--- src/design/mmio_slave_cfg.svh ---
`ifndef MMIO_SLAVE_CFG_SVH
`define MMIO_SLAVE_CFG_SVH

// Bus widths and register map geometry.
`define MMIO_DATA_WIDTH 16
`define MMIO_ADDR_WIDTH 12
`define MMIO_MEM_SIZE 16

// Byte address of word 0, words step by 4.
`define MMIO_BASE_ADDR 12'h100

// Word indices of the fixed and clamped registers.
`define VERSION_ID 0
`define MEM_SIZE_ID 1
`define MAX_BURST_ID 2
`define BURST_SIZE_ID 3
`define SCALE_ID 4

// Constant contents and clamp limits.
`define FIRMWARE_VERSION 16'h0103
`define MAX_BURST_SIZE 16'd64
`define MAX_SCALE_FACTOR 16'd15

// Reset value of every general register.
`define GENERAL_RESET 16'hffff

`endif

--- src/design/mmio_slave_pkg.sv ---
`default_nettype none

`include "mmio_slave_cfg.svh"

package mmio_slave_pkg;

	typedef enum logic [1:0] {
		OKAY   = 2'b00,
		SLVERR = 2'b10
	} resp_e;

	typedef enum logic [1:0] {
		WR_COLLECT,
		WR_ISSUE,
		WR_RESPOND
	} wr_state_e;

	typedef logic [$clog2(`MMIO_MEM_SIZE)-1:0] reg_id_t;

	// True for a word-aligned byte address inside the map.
	function automatic logic addr_in_map(input logic [`MMIO_ADDR_WIDTH-1:0] addr);
		logic [`MMIO_ADDR_WIDTH-1:0] offset;
		offset = addr - `MMIO_BASE_ADDR;
		return (addr >= `MMIO_BASE_ADDR) && (offset[1:0] == 2'b00) &&
			(offset[`MMIO_ADDR_WIDTH-1:2] < `MMIO_MEM_SIZE);
	endfunction

	function automatic reg_id_t addr_to_id(input logic [`MMIO_ADDR_WIDTH-1:0] addr);
		logic [`MMIO_ADDR_WIDTH-1:0] offset;
		offset = addr - `MMIO_BASE_ADDR;
		return reg_id_t'(offset >> 2);
	endfunction

endpackage

`default_nettype wire

--- src/design/reg_access_if.sv ---
`timescale 1ns/1ps
`default_nettype none

`include "mmio_slave_cfg.svh"

interface reg_access_if;
	import mmio_slave_pkg::*;

	// Write port, one commit per pulse.
	logic wr_req;
	reg_id_t wr_id;
	logic [`MMIO_DATA_WIDTH-1:0] wr_data;

	// Read port, data follows rd_id in the same cycle.
	logic rd_req;
	reg_id_t rd_id;
	logic [`MMIO_DATA_WIDTH-1:0] rd_data;

	modport writer (
		output wr_req, wr_id, wr_data
	);

	modport reader (
		output rd_req, rd_id,
		input rd_data
	);

	modport bank (
		input wr_req, wr_id, wr_data, rd_req, rd_id,
		output rd_data
	);

endinterface

`default_nettype wire

--- src/design/write_channel.sv ---
`timescale 1ns/1ps
`default_nettype none

`include "mmio_slave_cfg.svh"

module write_channel (
	input logic clk,
	input logic rst_n,
	input logic [`MMIO_ADDR_WIDTH-1:0] wa_addr,
	input logic wa_valid,
	input logic [`MMIO_DATA_WIDTH-1:0] wd_data,
	input logic wd_valid,
	input logic wr_ready,
	output logic wa_ready,
	output logic wd_ready,
	output mmio_slave_pkg::resp_e wr_resp,
	output logic wr_valid,
	reg_access_if.writer acc
);
	import mmio_slave_pkg::*;

	wr_state_e state;
	logic [`MMIO_ADDR_WIDTH-1:0] addr_q;
	logic [`MMIO_DATA_WIDTH-1:0] data_q;
	logic addr_held;
	logic data_held;
	logic wa_fire;
	logic wd_fire;
	logic addr_have;
	logic data_have;
	logic addr_ok;

	assign wa_fire = wa_valid && wa_ready;
	assign wd_fire = wd_valid && wd_ready;

	// Either beat may already be held or arrive on this edge.
	assign addr_have = addr_held || wa_fire;
	assign data_have = data_held || wd_fire;

	assign addr_ok = addr_in_map(addr_q);

	// Out-of-range writes get no pulse and only an error response.
	assign acc.wr_req = (state == WR_ISSUE) && addr_ok;
	assign acc.wr_id = addr_to_id(addr_q);
	assign acc.wr_data = data_q;

	always_ff @(posedge clk) begin
		if (wa_fire)
			addr_q <= wa_addr;
		if (wd_fire)
			data_q <= wd_data;
	end

	always_ff @(posedge clk or negedge rst_n) begin
		if (!rst_n) begin
			state <= WR_COLLECT;
			addr_held <= 1'b0;
			data_held <= 1'b0;
			wa_ready <= 1'b0;
			wd_ready <= 1'b0;
			wr_valid <= 1'b0;
			wr_resp <= OKAY;
		end else begin
			case (state)
				WR_COLLECT: begin
					addr_held <= addr_have;
					data_held <= data_have;
					wa_ready <= !addr_have;
					wd_ready <= !data_have;
					if (addr_have && data_have)
						state <= WR_ISSUE;
				end
				WR_ISSUE: begin
					wr_valid <= 1'b1;
					wr_resp <= addr_ok ? OKAY : SLVERR;
					state <= WR_RESPOND;
				end
				WR_RESPOND: begin
					if (wr_ready) begin
						wr_valid <= 1'b0;
						addr_held <= 1'b0;
						data_held <= 1'b0;
						wa_ready <= 1'b1;
						wd_ready <= 1'b1;
						state <= WR_COLLECT;
					end
				end
				default: state <= WR_COLLECT;
			endcase
		end
	end

endmodule

`default_nettype wire

--- src/design/read_channel.sv ---
`timescale 1ns/1ps
`default_nettype none

`include "mmio_slave_cfg.svh"

module read_channel (
	input logic clk,
	input logic rst_n,
	input logic [`MMIO_ADDR_WIDTH-1:0] ra_addr,
	input logic ra_valid,
	input logic rd_ready,
	output logic ra_ready,
	output logic [`MMIO_DATA_WIDTH-1:0] rd_data,
	output mmio_slave_pkg::resp_e rd_resp,
	output logic rd_valid,
	reg_access_if.reader acc
);
	import mmio_slave_pkg::*;

	logic ra_fire;
	logic addr_ok;
	logic rd_done;

	assign ra_fire = ra_valid && ra_ready;
	assign rd_done = rd_valid && rd_ready;
	assign addr_ok = addr_in_map(ra_addr);

	// Address is decoded straight from the bus so data lands on the accept edge.
	// The bank returns zero when rd_req is low.
	assign acc.rd_req = ra_fire && addr_ok;
	assign acc.rd_id = addr_to_id(ra_addr);

	always_ff @(posedge clk) begin
		if (ra_fire) begin
			rd_data <= acc.rd_data;
			rd_resp <= addr_ok ? OKAY : SLVERR;
		end
	end

	// One read in flight at a time. The address channel waits for the data beat.
	always_ff @(posedge clk or negedge rst_n) begin
		if (!rst_n) begin
			rd_valid <= 1'b0;
			ra_ready <= 1'b0;
		end else begin
			if (ra_fire) begin
				rd_valid <= 1'b1;
				ra_ready <= 1'b0;
			end else if (rd_done) begin
				rd_valid <= 1'b0;
				ra_ready <= 1'b1;
			end else begin
				ra_ready <= !rd_valid;
			end
		end
	end

endmodule

`default_nettype wire

--- src/design/reg_bank.sv ---
`timescale 1ns/1ps
`default_nettype none

`include "mmio_slave_cfg.svh"

module reg_bank (
	input logic clk,
	input logic rst_n,
	input logic [`MMIO_MEM_SIZE-1:0] rtl_write_reqs,
	input logic [`MMIO_MEM_SIZE-1:0][`MMIO_DATA_WIDTH-1:0] rtl_wd_in,
	input logic [`MMIO_MEM_SIZE-1:0] rtl_read_reqs,
	input logic clr_rd_out,
	output logic [`MMIO_MEM_SIZE-1:0][`MMIO_DATA_WIDTH-1:0] rtl_rd_out,
	output logic [`MMIO_MEM_SIZE-1:0] fresh_bits,
	reg_access_if.bank acc
);
	import mmio_slave_pkg::*;

	logic [`MMIO_MEM_SIZE-1:0][`MMIO_DATA_WIDTH-1:0] regs;
	logic [`MMIO_MEM_SIZE-1:0][`MMIO_DATA_WIDTH-1:0] word_next;

	function automatic logic is_read_only(input int idx);
		return (idx == `VERSION_ID) || (idx == `MEM_SIZE_ID) || (idx == `MAX_BURST_ID);
	endfunction

	function automatic logic [`MMIO_DATA_WIDTH-1:0] reset_value(input int idx);
		case (idx)
			`VERSION_ID: return `FIRMWARE_VERSION;
			`MEM_SIZE_ID: return `MMIO_DATA_WIDTH'(`MMIO_MEM_SIZE);
			`MAX_BURST_ID: return `MAX_BURST_SIZE;
			`BURST_SIZE_ID: return '0;
			`SCALE_ID: return '0;
			default: return `GENERAL_RESET;
		endcase
	endfunction

	// Burst size may not exceed the max burst word, scale has its own limit.
	function automatic logic [`MMIO_DATA_WIDTH-1:0] clamp(
		input int idx,
		input logic [`MMIO_DATA_WIDTH-1:0] value
	);
		if ((idx == `BURST_SIZE_ID) && (value > `MAX_BURST_SIZE))
			return `MAX_BURST_SIZE;
		if ((idx == `SCALE_ID) && (value > `MAX_SCALE_FACTOR))
			return `MAX_SCALE_FACTOR;
		return value;
	endfunction

	// Next contents of each word. RTL writes come last so they win a collision.
	always_comb begin
		word_next = regs;
		for (int i = 0; i < `MMIO_MEM_SIZE; i++) begin
			if (acc.wr_req && (acc.wr_id == reg_id_t'(i)))
				word_next[i] = clamp(i, acc.wr_data);
			if (rtl_write_reqs[i])
				word_next[i] = clamp(i, rtl_wd_in[i]);
			if (is_read_only(i))
				word_next[i] = reset_value(i);
		end
	end

	// Reads see writes that commit on the same edge.
	assign acc.rd_data = acc.rd_req ? word_next[acc.rd_id] : '0;

	always_ff @(posedge clk or negedge rst_n) begin
		if (!rst_n) begin
			for (int i = 0; i < `MMIO_MEM_SIZE; i++)
				regs[i] <= reset_value(i);
		end else begin
			regs <= word_next;
		end
	end

	// Snapshot words with fresh flags. A strobe beats a clear on the same edge.
	always_ff @(posedge clk or negedge rst_n) begin
		if (!rst_n) begin
			rtl_rd_out <= '0;
			fresh_bits <= '0;
		end else begin
			for (int i = 0; i < `MMIO_MEM_SIZE; i++) begin
				if (rtl_read_reqs[i]) begin
					rtl_rd_out[i] <= word_next[i];
					fresh_bits[i] <= 1'b1;
				end else if (clr_rd_out) begin
					rtl_rd_out[i] <= '0;
					fresh_bits[i] <= 1'b0;
				end
			end
		end
	end

endmodule

`default_nettype wire

--- src/design/mmio_slave.sv ---
`timescale 1ns/1ps
`default_nettype none

`include "mmio_slave_cfg.svh"

module mmio_slave (
	input logic clk,
	input logic rst_n,
	input logic [`MMIO_ADDR_WIDTH-1:0] wa_addr,
	input logic wa_valid,
	output logic wa_ready,
	input logic [`MMIO_DATA_WIDTH-1:0] wd_data,
	input logic wd_valid,
	output logic wd_ready,
	output logic [1:0] wr_resp,
	output logic wr_valid,
	input logic wr_ready,
	input logic [`MMIO_ADDR_WIDTH-1:0] ra_addr,
	input logic ra_valid,
	output logic ra_ready,
	output logic [`MMIO_DATA_WIDTH-1:0] rd_data,
	output logic [1:0] rd_resp,
	output logic rd_valid,
	input logic rd_ready,
	input logic [`MMIO_MEM_SIZE-1:0] rtl_write_reqs,
	input logic [`MMIO_MEM_SIZE-1:0][`MMIO_DATA_WIDTH-1:0] rtl_wd_in,
	input logic [`MMIO_MEM_SIZE-1:0] rtl_read_reqs,
	input logic clr_rd_out,
	output logic [`MMIO_MEM_SIZE-1:0][`MMIO_DATA_WIDTH-1:0] rtl_rd_out,
	output logic [`MMIO_MEM_SIZE-1:0] fresh_bits
);

	reg_access_if acc ();

	write_channel u_write_channel (
		.clk(clk),
		.rst_n(rst_n),
		.wa_addr(wa_addr),
		.wa_valid(wa_valid),
		.wd_data(wd_data),
		.wd_valid(wd_valid),
		.wr_ready(wr_ready),
		.wa_ready(wa_ready),
		.wd_ready(wd_ready),
		.wr_resp(wr_resp),
		.wr_valid(wr_valid),
		.acc(acc.writer)
	);

	read_channel u_read_channel (
		.clk(clk),
		.rst_n(rst_n),
		.ra_addr(ra_addr),
		.ra_valid(ra_valid),
		.rd_ready(rd_ready),
		.ra_ready(ra_ready),
		.rd_data(rd_data),
		.rd_resp(rd_resp),
		.rd_valid(rd_valid),
		.acc(acc.reader)
	);

	reg_bank u_reg_bank (
		.clk(clk),
		.rst_n(rst_n),
		.rtl_write_reqs(rtl_write_reqs),
		.rtl_wd_in(rtl_wd_in),
		.rtl_read_reqs(rtl_read_reqs),
		.clr_rd_out(clr_rd_out),
		.rtl_rd_out(rtl_rd_out),
		.fresh_bits(fresh_bits),
		.acc(acc.bank)
	);

endmodule

`default_nettype wire

--- config.mk ---
export PLATFORM = sky130hd
export DESIGN_NAME = mmio_slave
export DESIGN_NICKNAME = d
export VERILOG_FILES = /design/src/design/mmio_slave_pkg.sv /design/src/design/reg_access_if.sv /design/src/design/write_channel.sv /design/src/design/read_channel.sv /design/src/design/reg_bank.sv /design/src/design/mmio_slave.sv
export VERILOG_INCLUDE_DIRS = /design/src /design/src/design
export SDC_FILE = /design/constraint.sdc
export NUM_CORES = 1
export LEC_CHECK = 0
export ABC_AREA = 1
export ABC_CLOCK_PERIOD_IN_PS = 2800
export BUFFER_PORTS_ARGS = -buffer_cell sky130_fd_sc_hd__buf_4
export CORE_AREA = 2 2 249 251
export CTS_CLUSTER_DIAMETER = 200
export DETAILED_ROUTE_END_ITERATION = 16
export DIE_AREA = 0 0 251 253
export SLEW_MARGIN = 10
export SYNTH_ARGS = -nofsm -noshare
export SYNTH_HDL_FRONTEND = slang
export SYNTH_SLANG_ARGS = --single-unit
--- constraint.sdc ---
create_clock -name clk -period 2.8 [get_ports clk]
set_clock_uncertainty 0.2 [all_clocks]
set_input_delay 0.56 -clock clk [delete_from_list [all_inputs] [get_ports clk]]
set_output_delay 0.56 -clock clk [all_outputs]
set_load 0.03 [all_outputs]
Word-level counts from Yosys, hierarchy flattened
Index checks and enable logic that the tools add are counted.
{ "classes": {"magnitude_cmp": 9, "eq_ne": 17, "mux": 94, "n_div": 0, "multipliers": 0, "shifts": 0, "bitwise": 0, "addsub": 2, "n_reduce_logical": 54} }
{ "op_table": {"columns": ["op", "n"], "rows": [
  ["$mux 16", 52],
  ["$bmux 16 s4", 1],
  ["$reduce_bool 2->1", 19],
  ["$eq 4x4->1 const B", 8],
  ["$gt 16x4->1 const B", 2],
  ["$gt 16x7->1 const B", 2],
  ["$mux 1", 31],
  ["$ge 12x9->1 const B", 2],
  ["$logic_and 1x1->1", 24],
  ["$sub 12x9->12 const B", 2],
  ["$lt 10x5->1 const B", 2],
  ["$eq 4x3->1 const B", 4],
  ["$pmux 1 s2", 5],
  ["$mux 2", 4],
  ["$logic_not 2->1", 3],
  ["$pmux 2 s3", 1],
  ["$reduce_and 2->1", 3],
  ["$lt 4x5->1 const B", 1],
  ["$eq 4x2->1 const B", 1],
  ["$logic_not 1->1", 3],
  ["$eq 2x1->1 const B", 1],
  ["$eq 2x2->1 const B", 1],
  ["$logic_or 1x1->1", 2],
  ["$ne 2x1->1 const B", 1],
  ["$ne 2x2->1 const B", 1]
]} }
{ "word_totals": {"register_bits": 537, "rom_bits": 0, "n_memories": 0, "out_inout_bits": 297, "latchBits": 0, "ram_bits": 0} }

Logic depth before layout (Yosys ltp)
{ "depth": {"depth_word": 12, "depth_mapped": 17, "ltp_nobuf": 17} }

Cells and area by module
From an unflattened synthesis, not the netlist that was laid out.
{ "unflattened": {"cells_unflattened": 2989, "hier_area_um2": 23501.3} }
{ "modules_own_cells": {"columns": ["module", "area_each_um2", "seq_area_each_um2", "instances", "cells_per_inst"], "rows": [
  ["reg_bank", 21564.4, 11030.6, 1, 2867],
  ["write_channel", 1253.7, 1041.0, 1, 76],
  ["read_channel", 683.2, 560.5, 1, 46]
]} }

Worst setup path before layout
OpenSTA, ideal clock, no wires.
{ "synth_timing": {"path_kind": "input -> register", "start": "input port rtl_wd_in[79] in the netlist's numbering", "end": "register u_read_channel.rd_data[0], data pin", "setup_slack_ns": 0.539, "arrival_ns": 1.809, "path_stages": 12, "cell_sequence": "or2_2 -> nor3_1 -> nand2_1 -> or2_2 -> nand3_1 -> nand2_1 -> inv_1 -> nand2_1 -> nand2_1 -> nand2_1 -> nand2_1 -> nor2_1"} }
{ "synth_between": {"elab_chain_len": 7} }
{ "synth_lines": {"columns": ["item", "line_no", "rtl"], "rows": [
  ["from (decl)", "mmio_slave.sv:26", "input logic [`MMIO_MEM_SIZE-1:0][`MMIO_DATA_WIDTH-1:0] rtl_wd_in,"],
  ["$gt 16x4->1 (no line)", null, null],
  ["$mux 1", "reg_bank.sv:44", "if ((idx == `SCALE_ID) && (value > `MAX_SCALE_FACTOR))"],
  ["$mux 1", "reg_bank.sv:55", "if (rtl_write_reqs[i])"],
  ["$mux 16", "reg_bank.sv:46", "return value;"],
  ["$mux 16", "reg_bank.sv:55", null],
  ["$bmux 16 s4", "reg_bank.sv:63", "assign acc.rd_data = acc.rd_req ? word_next[acc.rd_id] : '0;"],
  ["$mux 16 (not written as such)", "reg_bank.sv:63", null],
  ["to (signal assigned)", "read_channel.sv:35", "rd_data <= acc.rd_data;"],
  ["to (decl)", "read_channel.sv:13", "output logic [`MMIO_DATA_WIDTH-1:0] rd_data,"]
]} }
No other way between the ends. The select of a mux whose other input is x is not followed.
A chain may end at the register's enable or synchronous reset.

==> flow_summary.ini <==
[die]
die_x_um = 251
rows = 91
die_area_um2 = 63500
initial_core_util_pct = 38.9
dieHeight_um = 253
ios = 633
core-area_um2 = 61000

[power]
pwr-share-clk_pct = 38.5
cell_internal_pwr_mw = 14.7
ir_drop_mv = 0.499
p_sw_mw = 6.62
combPwrFrac_pct = 22.7
powerDensity_nw_per_um2 = 639
p_leak_nw = 17.6
power_frac_seq_pct = 38.9
p_sw_share_pct = 31.1

[worst_setup_path]
arrival_ns = 3.01
reg2reg_from = u_write_channel.addr_q[7]
worstPathMaxFanout = 14
critPathKind = flip-flop to flip-flop
worstSetupStartpoint = u_write_channel.addr_q[7]
critPathLaunchType = flip-flop
r2r_end = u_read_channel.rd_data[5]
r2r_slack_ns = 0.07
required_ns = 3.08
reg2regPathDepth = 17
end_kind = flip-flop

[detailed_routing]
wl_um = 103000
drtAntennaViolNets = 0
post_drt_wl_per_cell_um = 21.9
drc = 0
drt_iter0_markers = 2364
num_vias = 24200
via_per_inst = 5.16
firstDrtPassIters = 6

[finish]
layout_commonest_cell = nand2_1
multi_input_area_um2 = 9630
final_cells = 4683
area_growth_pct = 40.2
final_cell_mix = nand2_1 (1247), buf_4 (818), nand3_1 (418)
nets = 4176
seq_area_um2 = 12600
final_layout_size_suffix_gt1_share_pct = 31.9
fillers = 5904

[synth]
netlist_area_um2 = 23800
yosysWarnings = 0
seq_area_frac_synth_pct = 53.2
async_reset_ff_share_pct = 90.8
synth_cells = 3065
synth-seq-cells = 487
ys_top_cells_by_area = dfrtp_1 (28%), nand2_1 (20%), dfstp_2 (19%)
synth_top_area_cell = dfrtp_1
synth_ff_type = dfrtp_1
avgSynthCellArea_um2 = 7.75
synth_cell_types = 33
synth_edf_count = 45
synth.top_cell.area_share_pct = 28.0

[min_path]
hold_class = primary input to flip-flop
hold_end = u_reg_bank.regs[91]
min_delay_path_depth = 3
hp-start = rtl_wd_in[91]

[sta]
worst_slew_pin_slew_ns = 0.872
fin_crit_ns = 2.73
fin_tns_setup_ns = 0
relSlewSlack_pct = 41.8
rsz0062_at_grt = true
hold_viol = 0
drv_slew = 0
setup-violations-final = 0
final.period_utilization_pct = 97.6
max_freq_mhz = 366

[clock_tree]
root_buffer = clkbuf_16
clkSinkCount = 487
cts_tree = yes
cts_buffers = 55
htreeDepth = 2
clock_latency_ns = 0.61
clkTransAtPathRegs_ns = 0.06
cts_max_path_buffers = 3

[run]
cap_violations = 0

[global_route]
antenna_found_initial = 8
grt_pass1_wl_um = 147000
grt_pass1_vias = 22800
grt_max_degree = 91
grt_usage_pct = 31.5
overflow = 0

[placed_design]
dpl.cell_count = 4521
gp_congestion = 0.955
portBuffers = 536
dp_hpwl_um = 78500

[run_status]
status = finished, final reports clean
kinds of logic after synthesis:
kind of cell	after synthesis	share of synthesized area [%]
AO/OA/AOI/OAI	172	3.71
flip-flops	487	53.2
AND/OR/NAND/NOR	1974	35.4
buffers and inverters	431	7.77
other	1	0.0158
through the flow:
stage                     instance area (um2)  utilization (%)  total power [mW]  worst slack (ns)  hold slack, ns
after floorplan                         23900                -              10.5             0.539          0.0644
after global placement                  30600             50.1              13.0           -0.0269           0.257
after detailed placement                30600             50.1              13.0           -0.0420           0.260
after CTS                               33000             54.1              21.3           0.00312          0.0155
after global routing                    33300             54.6              22.0           -0.0439          0.0343
final                                   33300             54.6              21.3            0.0659          0.0322
critical path, cell delays in order, from the launching register on:
cell	delay, ns
edfxtp_1	0.38
nor2_2	0.16
nand2_4	0.12
buf_4	0.18
nor2_8	0.16
buf_12	0.16
nand3_2	0.06
buf_4	0.19
nand2_1	0.08
nand3_1	0.06
nand2_1	0.11
nand2_1	0.07
nand3_1	0.16
nor2_1	0.06
buf_4	0.15
nor2_1	0.09
nor2_1	0.07
nor2_1	0.11
timing repair:
item / 4_1_cts / 5_1_grt
hold buffers: 37 / 0
gates cloned: 0 / 1
buffers inserted: 0 / 14
endpoints found under the hold margin: 87 / 0
pin swaps: 1 / 11
resized for setup: 4 / 50
endpoints found under the setup margin: 5 / 16
flip-flops by register name, indices dropped and copies added (netlist names), 2 cells and up:
signal,cells
u_write_channel.acc.wr_data,16
u_reg_bank.regs,208
u_write_channel.addr_q,12
u_reg_bank.rtl_rd_out,209
u_write_channel.state,2
u_reg_bank.fresh_bits,15
u_read_channel.rd_data,16
power by group through the flow:
stage               logic, mW  clock network [mW]  registers, mW
floorplan                1.61                   0           8.92
global placement         4.62                   0           8.38
detailed placement       4.65                   0           8.38
finish                   4.83                8.20           8.28
global route             5.14                8.57           8.34
CTS                      4.71                8.28           8.28
routing by layer:
metal	share of wire (%)	vias to the layer above	GRT usage [%]	wire length [um]
met4	3.4	6	10.2	3510
met5	0.039	-	0	40
met1	43	11700	43.7	44100
met2	46	1071	49.9	47000
li1	-	11300	-	-
met3	7.8	182	5.67	7970
final cells by class:
class	count	area share [%]
tap	790	2.97
clock buffer	70	4.80
sequential	487	37.9
clock inverter	33	1.36
multi-input combinational	2191	28.9
timing repair buffer	892	21.6
inverter	213	2.41
antenna	7	0.0526
how the worst max path moves through the flow:
stage / end / depth (start not counted)
after floorplan: u_read_channel.rd_data[0] / 12
after global placement: u_read_channel.rd_data[11] / 17
after detailed placement: u_read_channel.rd_data[11] / 17
after CTS: u_read_channel.rd_data[5] / 17
after global routing: u_read_channel.rd_data[12] / 18
final: u_read_channel.rd_data[5] / 17
synth_stat cells (17+ instances only):
library cell  number
o21ai_0          136
nand4_1           91
inv_1            197
dfrtp_1          266
nand3_1          422
clkbuf_1         121
nor2_1           129
dfstp_2          176
buf_4             52
buf_2             21
or2_2             40
buf_1             23
edfxtp_1          45
a21oi_1           17
nand2_1         1262
(Power assumes the default switching activity.)
